--- config.mk ---
export PLATFORM = sky130hd
export DESIGN_NAME = readDataChannel
export DESIGN_NICKNAME = d
export VERILOG_FILES = /design/src/logic/readChannelPkg.sv /design/src/logic/readBeatIf.sv /design/src/logic/readDataChannel.sv /design/src/logic/readMasterSide.sv /design/src/logic/readSlaveSide.sv /design/src/logic/readArbiter.sv
export SDC_FILE = /design/constraint.sdc
export NUM_CORES = 1
export LEC_CHECK = 0
export BUFFER_PORTS_ARGS = -buffer_cell sky130_fd_sc_hd__buf_2
export CAP_MARGIN = 20
export CORE_AREA = 2 2 172 174
export CTS_BUF_LIST = sky130_fd_sc_hd__clkbuf_16
export DETAILED_ROUTE_END_ITERATION = 8
export DIE_AREA = 0 0 174 176
export SYNTH_ARGS = -nofsm -noshare
export SYNTH_HDL_FRONTEND = slang
export SYNTH_SLANG_ARGS = --single-unit
--- constraint.sdc ---
create_clock -name clock -period 4.8 [get_ports clock]
set_input_delay 0.72 -clock clock [delete_from_list [all_inputs] [get_ports clock]]
set_output_delay 0.72 -clock clock [all_outputs]
set_load 0.02 [all_outputs]
--- src/logic/readChannelPkg.sv ---
// Slave count is fixed at four because the arbiter rotates a 2-bit slave index
`default_nettype none

package readChannelPkg;

    // Number of slave ports
    localparam int slaveCount = 4;

    // Read response code carried with each beat
    typedef logic [1:0] readResp;

    // One bit per slave, one-hot while granted
    typedef logic [slaveCount-1:0] slaveGrant;

    // Names one slave
    typedef logic [1:0] slaveIndex;

    // Low two bits name the slave, top bit marks a beat in flight
    typedef enum logic [2:0] {
        priIdle0    = 3'd0,
        priIdle1    = 3'd1,
        priIdle2    = 3'd2,
        priIdle3    = 3'd3,
        waitAccept0 = 3'd4,
        waitAccept1 = 3'd5,
        waitAccept2 = 3'd6,
        waitAccept3 = 3'd7
    } arbState;

endpackage

`default_nettype wire
--- src/logic/readBeatIf.sv ---
// Carries the single granted beat and keeps the master select bit at the top of id
`timescale 1ns/100ps
`default_nettype none

interface readBeatIf #(
    parameter int dataWidth = 64,
    parameter int idWidth   = 4
);

    logic                    valid;
    logic                    last;
    logic [dataWidth-1:0]    data;
    // Full slave-side ID including the master select bit
    logic [idWidth:0]        id;
    readChannelPkg::readResp resp;

    modport source (output valid, output last, output data, output id, output resp);

    modport sink (input valid, input last, input data, input id, input resp);

endinterface

`default_nettype wire

--- src/logic/readDataChannel.sv ---
// Four slaves to two masters with one beat in flight and slave ID one bit wider than master ID
`timescale 1ns/100ps
`default_nettype none

module readDataChannel #(
    parameter int dataWidth = 64,
    parameter int idWidth   = 4
) (
    input  logic                                                clock,
    input  logic                                                resetn,

    // Slave ports, indexed by slave
    input  readChannelPkg::slaveGrant                           slaveValid,
    input  readChannelPkg::slaveGrant                           slaveLast,
    input  logic [readChannelPkg::slaveCount-1:0][dataWidth-1:0] slaveData,
    input  logic [readChannelPkg::slaveCount-1:0][idWidth:0]     slaveId,
    input  readChannelPkg::readResp [readChannelPkg::slaveCount-1:0] slaveResp,
    output readChannelPkg::slaveGrant                           slaveReady,

    // Master ports, indexed by master
    input  logic [1:0]                                          masterReady,
    output logic [1:0]                                          masterValid,
    output logic [1:0]                                          masterLast,
    output logic [1:0][dataWidth-1:0]                           masterData,
    output logic [1:0][idWidth-1:0]                             masterId,
    output readChannelPkg::readResp [1:0]                       masterResp
);

    readChannelPkg::slaveGrant grant;
    logic                      beatAccepted;
    logic                      sharedLast;
    logic [dataWidth-1:0]      sharedData;
    logic [idWidth-1:0]        sharedId;
    readChannelPkg::readResp   sharedResp;

    readBeatIf #(.dataWidth(dataWidth), .idWidth(idWidth)) beat ();

    readArbiter readArbiter_inst (
        .clock        (clock),
        .resetn       (resetn),
        .slaveValid   (slaveValid),
        .slaveReady   (slaveReady),
        .beatAccepted (beatAccepted),
        .grant        (grant)
    );

    readSlaveSide #(.dataWidth(dataWidth), .idWidth(idWidth)) readSlaveSide_inst (
        .clock        (clock),
        .resetn       (resetn),
        .grant        (grant),
        .beatAccepted (beatAccepted),
        .slaveValid   (slaveValid),
        .slaveLast    (slaveLast),
        .slaveData    (slaveData),
        .slaveId      (slaveId),
        .slaveResp    (slaveResp),
        .beat         (beat.source),
        .slaveReady   (slaveReady)
    );

    readMasterSide #(.dataWidth(dataWidth), .idWidth(idWidth)) readMasterSide_inst (
        .clock        (clock),
        .resetn       (resetn),
        .grant        (grant),
        .beat         (beat.sink),
        .masterReady  (masterReady),
        .masterValid  (masterValid),
        .masterLast   (sharedLast),
        .masterData   (sharedData),
        .masterId     (sharedId),
        .masterResp   (sharedResp),
        .beatAccepted (beatAccepted)
    );

    // Both masters see the same held beat fields
    assign masterLast = {2{sharedLast}};
    assign masterData = {2{sharedData}};
    assign masterId   = {2{sharedId}};
    assign masterResp = {2{sharedResp}};

endmodule

`default_nettype wire

--- src/logic/readMasterSide.sv ---
// Only two masters, picked by the top ID bit, and data, last, id and resp are shared by both
`timescale 1ns/100ps
`default_nettype none

module readMasterSide #(
    parameter int dataWidth = 64,
    parameter int idWidth   = 4
) (
    input  logic                      clock,
    input  logic                      resetn,
    input  readChannelPkg::slaveGrant grant,
    readBeatIf.sink                   beat,
    input  logic [1:0]                masterReady,
    output logic [1:0]                masterValid,
    output logic                      masterLast,
    output logic [dataWidth-1:0]      masterData,
    output logic [idWidth-1:0]        masterId,
    output readChannelPkg::readResp   masterResp,
    output logic                      beatAccepted
);

    logic captureBeat;
    // Master that holds the current beat
    logic routeSelect;

    assign captureBeat = (|grant) && beat.valid;

    // Handshake on the routed master only
    assign beatAccepted = masterValid[routeSelect] && masterReady[routeSelect];

    //////////////////////////////////////////////////
    // Valid routing
    //////////////////////////////////////////////////
    always_ff @(posedge clock or negedge resetn)
    begin
        if (!resetn)
        begin
            masterValid <= 2'b00;
            routeSelect <= 1'b0;
        end
        else if (captureBeat)
        begin
            routeSelect <= beat.id[idWidth];
            masterValid <= beat.id[idWidth] ? 2'b10 : 2'b01;
        end
        else if (beatAccepted)
        begin
            masterValid <= 2'b00;
        end
    end

    //////////////////////////////////////////////////
    // Beat output register
    //////////////////////////////////////////////////
    always_ff @(posedge clock)
    begin
        if (captureBeat)
        begin
            masterLast <= beat.last;
            masterData <= beat.data;
            // Select bit is dropped towards the master
            masterId   <= beat.id[idWidth-1:0];
            masterResp <= beat.resp;
        end
        else if (beatAccepted)
        begin
            masterLast <= 1'b0;
            masterData <= '0;
            masterId   <= '0;
            masterResp <= '0;
        end
    end

endmodule

`default_nettype wire

--- src/logic/readSlaveSide.sv ---
// Fields are zero when nothing is granted and a slave must hold its beat until its ready pulse
`timescale 1ns/100ps
`default_nettype none

module readSlaveSide #(
    parameter int dataWidth = 64,
    parameter int idWidth   = 4
) (
    input  logic                                                clock,
    input  logic                                                resetn,
    input  readChannelPkg::slaveGrant                           grant,
    input  logic                                                beatAccepted,
    input  readChannelPkg::slaveGrant                           slaveValid,
    input  readChannelPkg::slaveGrant                           slaveLast,
    input  logic [readChannelPkg::slaveCount-1:0][dataWidth-1:0] slaveData,
    input  logic [readChannelPkg::slaveCount-1:0][idWidth:0]     slaveId,
    input  readChannelPkg::readResp [readChannelPkg::slaveCount-1:0] slaveResp,
    readBeatIf.source                                           beat,
    output readChannelPkg::slaveGrant                           slaveReady
);

    // Slave whose beat is in flight
    readChannelPkg::slaveGrant winner;

    //////////////////////////////////////////////////
    // Beat multiplexer
    //////////////////////////////////////////////////
    always_comb
    begin
        beat.valid = 1'b0;
        beat.last  = 1'b0;
        beat.data  = '0;
        beat.id    = '0;
        beat.resp  = '0;
        for (int k = 0; k < readChannelPkg::slaveCount; k++)
        begin
            if (grant[k])
            begin
                beat.valid = slaveValid[k];
                beat.last  = slaveLast[k];
                beat.data  = slaveData[k];
                beat.id    = slaveId[k];
                beat.resp  = slaveResp[k];
            end
        end
    end

    //////////////////////////////////////////////////
    // Winner register and ready pulse
    //////////////////////////////////////////////////
    always_ff @(posedge clock or negedge resetn)
    begin
        if (!resetn)
        begin
            winner     <= '0;
            slaveReady <= '0;
        end
        else
        begin
            if (|grant)
            begin
                winner <= grant;
            end
            else if (beatAccepted)
            begin
                winner <= '0;
            end

            // One cycle wide, only towards the slave that won
            slaveReady <= beatAccepted ? winner : '0;
        end
    end

endmodule

`default_nettype wire

--- src/logic/readArbiter.sv ---
// Four slaves only, and no new grant is issued while a slave ready pulse is out
`timescale 1ns/100ps
`default_nettype none

module readArbiter (
    input  logic                      clock,
    input  logic                      resetn,
    input  readChannelPkg::slaveGrant slaveValid,
    input  readChannelPkg::slaveGrant slaveReady,
    input  logic                      beatAccepted,
    output readChannelPkg::slaveGrant grant
);

    readChannelPkg::arbState   state;
    readChannelPkg::arbState   nextState;
    readChannelPkg::slaveGrant eligible;

    // A slave in its ready pulse still shows valid, so nothing is
    // granted until the pulse has gone
    assign eligible = (|slaveReady) ? '0 : slaveValid;

    //////////////////////////////////////////////////
    // State register
    //////////////////////////////////////////////////
    always_ff @(posedge clock or negedge resetn)
    begin
        if (!resetn)
        begin
            state <= readChannelPkg::priIdle0;
        end
        else
        begin
            state <= nextState;
        end
    end

    //////////////////////////////////////////////////
    // Grant and next state
    //////////////////////////////////////////////////
    always_comb
    begin
        logic [2:0]                stateCode;
        readChannelPkg::slaveIndex holder;
        readChannelPkg::slaveIndex nextHolder;
        readChannelPkg::slaveIndex candidate;
        logic                      found;

        stateCode  = state;
        holder     = stateCode[1:0];
        nextHolder = holder + 2'd1;
        candidate  = holder;
        found      = 1'b0;
        grant      = '0;
        nextState  = state;

        if (!stateCode[2])
        begin
            // Search from the priority holder, wrapping past slave 3
            for (int offset = 0; offset < readChannelPkg::slaveCount; offset++)
            begin
                candidate = holder + readChannelPkg::slaveIndex'(offset);
                if (!found && eligible[candidate])
                begin
                    found            = 1'b1;
                    grant[candidate] = 1'b1;
                    nextState        = readChannelPkg::arbState'({1'b1, candidate});
                end
            end
        end
        else if (beatAccepted)
        begin
            // Priority moves to the slave after the winner
            nextState = readChannelPkg::arbState'({1'b0, nextHolder});
        end
    end

endmodule

`default_nettype wire

; ---- Word level (Yosys, flattened, before mapping)
; Index checks and enable logic that the tools add are counted.
; Widths: inputs -> output; s select.
[classes]
bitwise = 3
n_lt_le_gt_ge = 9
addsub = 3
reduce_logical = 18
n_eq_ne = 1
mux = 73
[ops]
columns = operator, count
row1 = $mux 64, 6
row2 = $mux 4, 13
row3 = $mux 1, 28
row4 = $mux 5, 4
row5 = $mux 3, 6
row6 = $mux 2, 8
row7 = $lt 2x3->1 const B, 4
row8 = $or 4x4->4, 3
row9 = $logic_and 1x1->1, 9
row10 = $bmux 1 s2, 4
row11 = $demux 1 s2, 4
row12 = $ge 2x1->1 const B, 4
row13 = $reduce_or 4->1, 2
row14 = $add 2x2->2 const B, 2
row15 = $reduce_bool 2->1, 2
row16 = $reduce_bool 4->1, 1
row17 = $logic_not 1->1, 3
row18 = $add 2x1->2 const B, 1
row19 = $lt 1x2->1 const B, 1
row20 = $ne 2x1->1 const B, 1
row21 = $reduce_and 2->1, 1
[totals]
output_inout_bits = 148
ff_bits = 85

; ---- Logic depth before layout (Yosys ltp)
; Gate-level depths: netlist (run 1).
[depth]
word_depth = 24
mapped_depth = 13
mapped_depth_nobuf = 9

; ---- By module
; Synthesis (run 1) repeated with hierarchy kept, for this count alone.
[unflattened]
cells_unflattened = 590
hier_area_um2 = 6212.2
[by_module_without_submodules]
columns = module, area_per_inst_um2, seq_area_each_um2, instances, cells_per_inst
row1 = readMasterSide, 2995.4, 2207.1, 1, 167
row2 = readSlaveSide, 2067.0, 200.2, 1, 283
row3 = readArbiter, 609.3, 75.1, 1, 68
row4 = readDataChannel, 540.5, 0.0, 1, 72

; ---- Worst setup path before layout (run 1)
; Ideal clock, no wire load.
[synth_path]
path_kind = flip-flop to flip-flop
start = register readArbiter_inst.state[0]
end = register readMasterSide_inst.masterData[0], enable pin
setup_slack_ns = -0.196
t_arrival_ns = 4.256
path_stages_with_launch = 12
path_cell_list = dfrtp_1 > buf_2 > inv_1 > ha_1 > mux4_2 > nor2b_1 > a221o_1 > a31o_2 > a211o_1 > o22ai_2 > buf_2 > nand2_1
[synth_via]
elab_chain_cells = 22
elab_cells_between_ends = 61
classes_between = 3 x add/sub / 8 x order compare / 34 x mux / 3 x bitwise / 13 x reduce/logical
[synth_rtl]
columns = item, line
row1 = "start, declared", readArbiter.sv:14  ; readChannelPkg::arbState state;
row2 = "start signal, assigned", readArbiter.sv:29  ; state <= readChannelPkg::priIdle0;
row3 = "start signal, assigned", readArbiter.sv:33  ; state <= nextState;
row4 = "parallel branches: the longest is 14 deep, another holds $lt 2x3->1", -
row5 = $mux 4 *, readArbiter.sv:62  ; if (!found && eligible[candidate])
row6 = $mux 4 *, readArbiter.sv:56  ; if (!stateCode[2])
row7 = $mux 1 (4 in a row), readSlaveSide.sv:37  ; if (grant[k])
row8 = $logic_and 1x1->1 *, readMasterSide.sv:26  ; assign captureBeat = (|grant) && beat.valid;
row9 = $reduce_bool 2->1 (no source line) *, -
row10 = "end signal, assigned", readMasterSide.sv:60  ; masterData <= beat.data;
row11 = "end, declared", readMasterSide.sv:16  ; output logic [dataWidth-1:0] masterData,
; Every way passes the cells marked *. The select of a mux whose other input is x is not followed.
; A chain may end at the register's enable or synchronous reset.

; ---- Final worst setup path (run 1)
[layout_path]
start = register readArbiter_inst.state[0]
end = register readMasterSide_inst.masterValid[0]
[layout_via]
elab_chain_cells = 22
elab_cells_between_ends = 67
classes_between = 3 x add/sub / 8 x order compare / 40 x mux / 3 x bitwise / 13 x reduce/logical
[layout_rtl]
columns = item, line
row1 = "parallel branches: the longest is 14 deep, another holds $lt 2x3->1", -
row2 = $mux 4 *, readArbiter.sv:62
row3 = $mux 4 *, readArbiter.sv:56
row4 = $mux 5 or $mux 1 (tied branches) (4 in a row), readSlaveSide.sv:37
row5 = $mux 2 or $logic_and 1x1->1 (tied branches), "readMasterSide.sv:44, readMasterSide.sv:26"
row6 = $mux 2 or $reduce_bool 2->1 (tied branches), -
row7 = "end signal, assigned", readMasterSide.sv:44  ; masterValid <= beat.id[idWidth] ? 2'b10 : 2'b01;
row8 = "end, declared", readMasterSide.sv:14  ; output logic [1:0] masterValid,
; Marks and branches as above.

==> impl_metrics.toml, run 1 <==
[timing]
holdWs_ns = 0.261
rsz0062_at_grt = "no"
tightestPinTransition_ns = 0.893
hold_violations = 0
clock-skew-final_ns = 0.00712
setup_tns_ns = 0
relSlewSlack_pct = 40.4
fmax_mhz = 234
finalMaxSlewViolations = 0
period_needed_ns = 4.27
setup_viol = 0
post-route-period-util_pct = 89.0

[logic_synthesis]
synth_nets = 984
syn-instance-count = 681
yosys_register_bits = 85
synth-xor-area-share_pct = 0.135
yosys_warnings = 0
synthDistinctLibCells = 45
synthAdderAreaFrac_pct = 1.35
synth_top_family_by_area = "compound AO/OA/AOI/OAI gates"
muxShareOfSynthArea_pct = 2.05
synth-simple-area-share_pct = 16.4
syn_area_per_cell_sq_um = 9.50
synth-compound-area-share_pct = 27.9
synth_sequential_area_ratio_pct = 38.4
syn_area_sq_um = 6470

[clock_tree]
cts_tree = "built"
holdBufCountCts = 0
htree_levels = 3
root_buffer = "clkbuf_16"
post_cts_buffers = 0
cts_resized = 0
clkTransAtPathRegs_ns = 0.07
cts_buffer_depth = 2
numClockSinks = 85
numCtsBuffers = 9
clock_latency_ns = 0.34

[layout]
drive_gt1_share_pct = 48.3
final_area_sq_um = 8770
nets = 1312
layout_common_cells = "buf_2, nand2_1, a21oi_1, a21o_1, nor3b_1"
areaGrowthSynthToFinish_pct = 35.6
layout_commonest_cell = "buf_2"

[routing]
drt-total-wl_mm = 26.8
via_per_inst = 4.86
firstDrtPassIters = 5
drc = 0
routed-via-count = 6802
ant_nets = 0
dr.first_iter.drc_count = 451
wl_per_cell_um = 19.1

[worst_setup_path]
crit_arrival_ns = 4.50
rrSetupSlack_ns = 0.53
r2r_end = "readMasterSide_inst.masterValid[0]"
critical_path_class = "flop to flop"
r2r_start = "readArbiter_inst.state[0]"
worstPathMaxFanout = 42
rr_worst_depth = 10
cp-end-kind = "flop"
cp-start-kind = "flop"
crit_required_ns = 5.02

[power_and_ir_drop]
seqPwrFrac_pct = 25.5
power_switching_w = 0.00247
leakage_nw = 4.17
swShare_pct = 49.8
p_per_area_nw_per_um2 = 565
clockPowerShare_pct = 14.1
vdd_drop_max_mv = 0.468
internal_power_w = 0.00249
power_frac_comb_pct = 60.5

[floorplan]
die_area_sq_um = 30600
num_rows = 62
die_w_um = 174
core_sq_um = 28500
start_util_pct = 22.7
io_pins = 444
fp.dieH_um = 176

[global_routing]
grt_overflow = 0
grt_usage_pct = 16.4
grt_antenna_before_repair = 2
grt_pass1_vias = 6566
grt_max_degree = 74
grt_pass1_wl_mm = 38.7

[outcome]
outcome = "finished, final reports clean"

[worst_hold_path]
min_path_type = "input pin to asynchronous set/reset pin"

[place]
portBuffers = 443
dpl-instance-area_sq_um = 8480
gp_congestion = 0.895
dp.final_hpwl_mm = 19.8

[flow_run]
max-cap-violations = 0
-- kinds of logic after synthesis --
family | count (synthesis)
flops | 85
mux | 8
buf+inv | 144
compound gates | 247
simple gates | 189
fa+ha+maj | 7
xor+xnor | 1
-- Yosys cell counts --
library cell	instances	area share (%)
mux2_2	1	0.17
a31o_2	1	0.14
xnor2_1	1	0.14
o21ai_0	4	0.31
nor3b_1	73	8.5
buf_2	21	1.6
and3_1	1	0.097
a2111oi_4	1	0.43
a21o_1	76	8.8
inv_1	5	0.29
or2_2	1	0.097
a211o_1	2	0.27
o21a_1	2	0.23
ha_1	7	1.4
nand2b_1	2	0.19
nor2b_1	1	0.097
clkbuf_1	34	2.0
edfxtp_1	71	33
and2_1	7	0.68
nand3b_4	1	0.31
mux4_2	4	1.4
nand3b_1	3	0.35
a221o_1	3	0.46
o41ai_1	1	0.14
buf_4	72	8.4
dfrtp_1	14	5.4
buf_1	5	0.29
a31oi_2	1	0.19
a21bo_2	1	0.15
nor2_1	7	0.41
mux2i_1	2	0.31
buf_6	7	1.2
or2_1	1	0.097
nand2_1	83	4.8
nand3_1	6	0.46
o221ai_1	72	9.8
a311oi_2	1	0.23
or3_1	2	0.19
a22o_1	2	0.27
or4_4	1	0.17
o22ai_2	1	0.19
a21oi_4	1	0.25
a21oi_1	77	6.0
mux2_1	1	0.17
o21ai_1	1	0.077
-- through the flow --
| stage | std cells | worst slack, ns | util (%) | total power (W) |
|---|---|---|---|---|
| after detailed placement | 1382 | 0.472 | 29.7 | 0.00430 |
| after CTS | 1398 | 0.472 | 30.7 | 0.00502 |
| final | 1400 | 0.526 | 30.7 | 0.00496 |
| after global routing | 1400 | 0.282 | 30.7 | 0.00526 |
| after floorplan | 681 | 0.527 | - | 0.00346 |
| after global placement | 1382 | 0.598 | 29.7 | 0.00428 |
-- final cells by class --
type,count,area (sq um)
tap,384,480
sequential,85,2480
multi-input combinational,452,3160
clock buffer,10,250
clock inverter,6,35.0
fill,3111,19800
timing repair buffer,456,2340
antenna,2,5.00
inverter,5,18.8
-- layer usage --
metal	vias up	track usage [%]	part of all wire, %
li1	3161	-	-
met1	3302	20.4	40
met2	297	28.1	51
met3	42	3.51	6.1
met4	0	6.02	2.7
met5	-	0	0
-- how the worst max path moves through the flow --
stage,from,endpoint,slack [ns],cells after the start
finish,readArbiter_inst.state[0],readMasterSide_inst.masterValid[0],0.53,10
global route,readArbiter_inst.state[0],readMasterSide_inst.masterValid[0],0.28,10
CTS,readArbiter_inst.state[0],readMasterSide_inst.masterValid[0],0.47,10
detailed placement,readArbiter_inst.state[0],readMasterSide_inst.masterValid[0],0.47,10
global placement,readArbiter_inst.state[0],readMasterSide_inst.masterValid[0],0.60,10
floorplan,readArbiter_inst.state[0],readMasterSide_inst.masterData[0],0.53,11
-- state kept, by name, indices dropped and copies added (netlist names) --
register and cells:
readSlaveSide_inst.slaveReady 4, readSlaveSide_inst.winner 4, readMasterSide_inst.masterResp 2, readMasterSide_inst.masterValid 2
readMasterSide_inst.masterData 64, readMasterSide_inst.routeSelect 1, readMasterSide_inst.masterLast 1, readMasterSide_inst.masterId 4
readArbiter_inst.state 3
-- power groups by stage --
| stage | registers (W) | clock network, W | logic (W) |
|---|---|---|---|
| 2_1_floorplan | 0.00143 | 0 | 0.00203 |
| 3_3_place_gp | 0.00127 | 0 | 0.00301 |
| 3_5_place_dp | 0.00128 | 0 | 0.00302 |
| 4_1_cts | 0.00127 | 0.000730 | 0.00302 |
| 5_1_grt | 0.00129 | 0.000750 | 0.00322 |
| 6_report | 0.00126 | 0.000697 | 0.00300 |
-- worst max-delay path: stages, from the launching register on --
cell and delay [ns]:
dfrtp_1 0.64, inv_1 0.19, ha_1 0.46, mux4_2 0.62, nor2b_1 0.18, a221o_1 0.36
a31o_4 0.41, a211o_1 0.32, o22ai_4 0.21, buf_4 0.41, mux2_1 0.36
Note: power is estimated with default switching activity, not from simulation.
==> run 2, diff against run 1 <==
- PLACE_DENSITY: not set -> 0.49
==> impl_metrics.toml, run 2 (same netlist as run 1, synthesis figures left out) <==
[floorplan]
die_w_um = 174
start_util_pct = 22.7
num_rows = 62
core_sq_um = 28500
die_area_sq_um = 30600
fp.dieH_um = 176
io_pins = 444

[global_routing]
grt_usage_pct = 16.7
grt_pass1_wl_mm = 39.4
grt_max_degree = 75
grt_pass1_vias = 6513
grt_antenna_before_repair = 1
grt_overflow = 0

[routing]
firstDrtPassIters = 4
dr.first_iter.drc_count = 437
drt-total-wl_mm = 27.4
routed-via-count = 6717
drc = 0
ant_nets = 0
via_per_inst = 4.81
wl_per_cell_um = 19.6

[worst_setup_path]
rrSetupSlack_ns = 0.79
crit_arrival_ns = 4.23
worstPathMaxFanout = 74
critical_path_class = "flop to flop"
cp-end-kind = "flop"
cp-start-kind = "flop"
crit_required_ns = 5.02

[clock_tree]
cts_tree = "built"
htree_levels = 3
cts_buffer_depth = 2
cts_resized = 0
holdBufCountCts = 0
clock_latency_ns = 0.34
clkTransAtPathRegs_ns = 0.07
post_cts_buffers = 0
root_buffer = "clkbuf_16"
numCtsBuffers = 9
numClockSinks = 85

[timing]
clock-skew-final_ns = 0.0109
setup_tns_ns = 0
fmax_mhz = 249
holdWs_ns = 0.267
relSlewSlack_pct = 32.8
period_needed_ns = 4.01
post-route-period-util_pct = 83.6
hold_violations = 0
setup_viol = 0
tightestPinTransition_ns = 1.01
finalMaxSlewViolations = 0
rsz0062_at_grt = "no"

[power_and_ir_drop]
vdd_drop_max_mv = 0.492
leakage_nw = 4.18
p_per_area_nw_per_um2 = 572

[layout]
largest_reg_flops = 64
n_fill_cell = 3126
layout_commonest_cell = "buf_2"
fin_util_pct = 30.9
drive_gt1_share_pct = 48.1
areaGrowthSynthToFinish_pct = 36.3
largest_register = "readMasterSide_inst.masterData"
layout_common_cells = "buf_2, nand2_1, a21oi_1, a21o_1, nor3b_1"
nets = 1311

[place]
gp_congestion = 0.880
portBuffers = 443
dp.final_hpwl_mm = 19.3

[worst_hold_path]
min_path_type = "input pin to asynchronous set/reset pin"

[outcome]
outcome = "finished, final reports clean"

[flow_run]
max-cap-violations = 0
==> run 2: final timing paths <==
path / start / to / depth (start not counted)
max: readArbiter_inst.state[0] / readMasterSide_inst.masterValid[0] / 10
min: resetn / readArbiter_inst.state[0] / 1
max reg2reg: readArbiter_inst.state[0] / readMasterSide_inst.masterValid[0] / 10
min reg2reg: readSlaveSide_inst.winner[2] / readSlaveSide_inst.winner[2] / 1
max in group asynchronous: resetn / readMasterSide_inst.masterValid[1] / 1
min in group clock: readSlaveSide_inst.winner[2] / readSlaveSide_inst.winner[2] / 1
==> run 2: final cells by class <==
type | instances | area, sq um | share of cell area, %
sequential | 85 | 2480 | 28.2
antenna | 1 | 2.50 | 0.0284
timing repair buffer | 455 | 2340 | 26.6
clock inverter | 6 | 105 | 1.19
clock buffer | 9 | 225 | 2.55
inverter | 5 | 18.8 | 0.213
multi-input combinational | 452 | 3160 | 35.8
tap | 384 | 480 | 5.45
==> run 2: metrics by stage <==
stage	instances	instance area [sq um]	setup slack, ns	total power, W
2_1_floorplan	681	6470	0.527	0.00346
3_3_place_gp	1381	8480	0.835	0.00427
3_5_place_dp	1381	8480	0.768	0.00427
4_1_cts	1396	8810	0.743	0.00511
5_1_grt	1397	8820	0.553	0.00535
6_report	1397	8820	0.788	0.00505
==> run 2: where the power goes <==
part	internal [W]	total, W	leakage [nW]	switching [W]
Clock	0.000503	0.000809	0.164	0.000306
Combinational	0.000999	0.00297	3.17	0.00197
Sequential	0.00109	0.00126	0.853	0.000174
==> run 2: layer usage <==
layer / GRT usage, % / vias up / wire length, um
li1: - / 3151 / -
met1: 21.2 / 3241 / 11500
met2: 29.3 / 299 / 13900
met3: 2.93 / 26 / 1560
met4: 4.45 / 0 / 473
met5: 0 / - / 0
==> run 2: worst max-delay path, cell delays in order (launching register included) <==
cell and delay [ns]:
dfrtp_1 0.63, inv_1 0.19, ha_1 0.44, mux4_2 0.62, nor2b_1 0.18, a221o_1 0.35
a31o_4 0.26, a211o_1 0.26, o22ai_4 0.22, buf_12 0.36, mux2_1 0.36
==> run 3, diff against run 2 <==
- clock period: 4.8 -> 3.4 ns (I/O delays scaled with it)
==> impl_metrics.toml, run 3 (same netlist as run 1, synthesis figures left out) <==
[routing]
firstDrtPassIters = 5
drt-total-wl_mm = 28.6
wl_per_cell_um = 20.0
dr.first_iter.drc_count = 494
ant_nets = 0
drc = 0
routed-via-count = 6804
via_per_inst = 4.77

[global_routing]
grt_overflow = 0
top_usage_layer = "met2"
grt_usage_pct = 17.2
grt_use_met2_pct = 29.3
met1_usage_pct = 22.0
grt_pass1_vias = 6635
grt_antenna_before_repair = 6
grt_max_degree = 74
gr-usage-met3_pct = 2.93
grt_pass1_wl_mm = 40.3

[floorplan]
io_pins = 444
die_w_um = 174
fp.dieH_um = 176
start_util_pct = 22.7
num_rows = 62
core_sq_um = 28500
die_area_sq_um = 30600

[timing]
fmax_mhz = 303
hold_violations = 0
tightestPinTransition_ns = 0.659
setup_viol = 0
relSlewSlack_pct = 55.6
period_needed_ns = 3.30
finalMaxSlewViolations = 0
clock-skew-final_ns = 0.00749
setup_tns_ns = 0
rsz0062_at_grt = "yes"
post-route-period-util_pct = 97.2

[clock_tree]
holdBufCountCts = 0
clock_latency_ns = 0.35
numClockSinks = 85
cts_buffer_depth = 2
cts_tree = "built"
root_buffer = "clkbuf_16"
numCtsBuffers = 9
htree_levels = 3
clkTransAtPathRegs_ns = 0.07

[worst_hold_path]
min_path_type = "input pin to asynchronous set/reset pin"

[worst_setup_path]
path_cells = "inv_4, ha_4, mux4_2, nor2b_4, a221o_1, a31o_4, a211o_1, o22ai_4, buf_12, nand2_8, clkbuf_16"
worstPathMaxFanout = 12
cpPeakStageDelay_ns = 0.54
cp-end-kind = "flop"
path_buf_inv = 3
crit_arrival_ns = 3.41
critPathTopFamily = "compound AO/OA/AOI/OAI gates"
critical_path_class = "flop to flop"
crit_path_top_delay_cell = "mux4_2"
crit_required_ns = 3.51
cp-start-kind = "flop"

[layout]
fin_util_pct = 32.5
nets = 1335
layout_common_cells = "buf_2, nand2_1, a21oi_1, a21o_1, nor3b_1"
areaGrowthSynthToFinish_pct = 43.6
largest_register = "readMasterSide_inst.masterData"
drive_gt1_share_pct = 49.8
largest_reg_flops = 64
fin_cells = 1426
final_area_sq_um = 9290
layout_commonest_cell = "buf_2"

[power_and_ir_drop]
swShare_pct = 47.9
clockPowerShare_pct = 13.3
leakage_nw = 4.40
p_per_area_nw_per_um2 = 828
internal_power_w = 0.00401
power_frac_comb_pct = 64.0
seqPwrFrac_pct = 22.7
vdd_drop_max_mv = 0.524
finalPower_w = 0.00769
power_switching_w = 0.00369

[place]
dp.cells = 1395
dp.final_hpwl_mm = 21.0
portBuffers = 443
gp_congestion = 0.829
dpl-instance-area_sq_um = 8770

[flow_run]
max-cap-violations = 0

[outcome]
outcome = "finished, final reports clean"
## run 3: worst paths after layout
| kind | from | end | slack, ns | cells after the start |
|---|---|---|---|---|
| setup / recovery | readArbiter_inst.state[0] | readMasterSide_inst.masterData[23] | 0.1 | 11 |
| hold / removal | resetn | readSlaveSide_inst.slaveReady[2] | 0.05 | 1 |
| setup reg to reg | readArbiter_inst.state[0] | readMasterSide_inst.masterData[23] | 0.1 | 11 |
| hold reg to reg | readSlaveSide_inst.winner[0] | readSlaveSide_inst.winner[0] | 0.48 | 1 |
| max in group asynchronous | resetn | readMasterSide_inst.masterValid[1] | 3.10 | 1 |
| min in group clock | readSlaveSide_inst.winner[0] | readSlaveSide_inst.winner[0] | 0.48 | 1 |
## run 3: final cells by class
type	instances	area (sq um)
Antenna cell	5	12.5
Clock buffer	9	225
Sequential cell	85	2480
Timing Repair Buffer	478	2790
Fill cell	3115	19300
Multi-Input combinational cell	453	3210
Clock inverter	7	66.3
Inverter	5	21.3
Tap cell	384	480
## run 3: metal layers
metal | part of all wire, % | vias to the layer above
li1 | - | 3207
met1 | 42 | 3296
met4 | 2.3 | 2
met2 | 51 | 260
met3 | 4.7 | 39
met5 | 0.063 | -
## run 3: timing repair
| action | CTS | global route |
|---|---|---|
| endpoints found under the setup margin | 0 | 92 |
| setup buffers | 0 | 4 |
| endpoints found under the hold margin | 0 | 0 |
| gates resized for setup | 0 | 5 |
## run 3: per-stage QoR
stage          setup slack [ns]  hold slack [ns]
2_1_floorplan          0.000226            0.214
6_report                 0.0968           0.0548
4_1_cts                  0.0509           0.0390
3_5_place_dp             0.0637            0.425
5_1_grt                 -0.0137           0.0667
3_3_place_gp             0.0865            0.430
## run 3: power by group through the flow
stage | sequential (W) | clock (W) | combinational, W
6_report | 0.00175 | 0.00102 | 0.00493
5_1_grt | 0.00178 | 0.00109 | 0.00528
4_1_cts | 0.00175 | 0.00107 | 0.00470
3_5_place_dp | 0.00177 | 0 | 0.00469
3_3_place_gp | 0.00177 | 0 | 0.00470
2_1_floorplan | 0.00201 | 0 | 0.00293
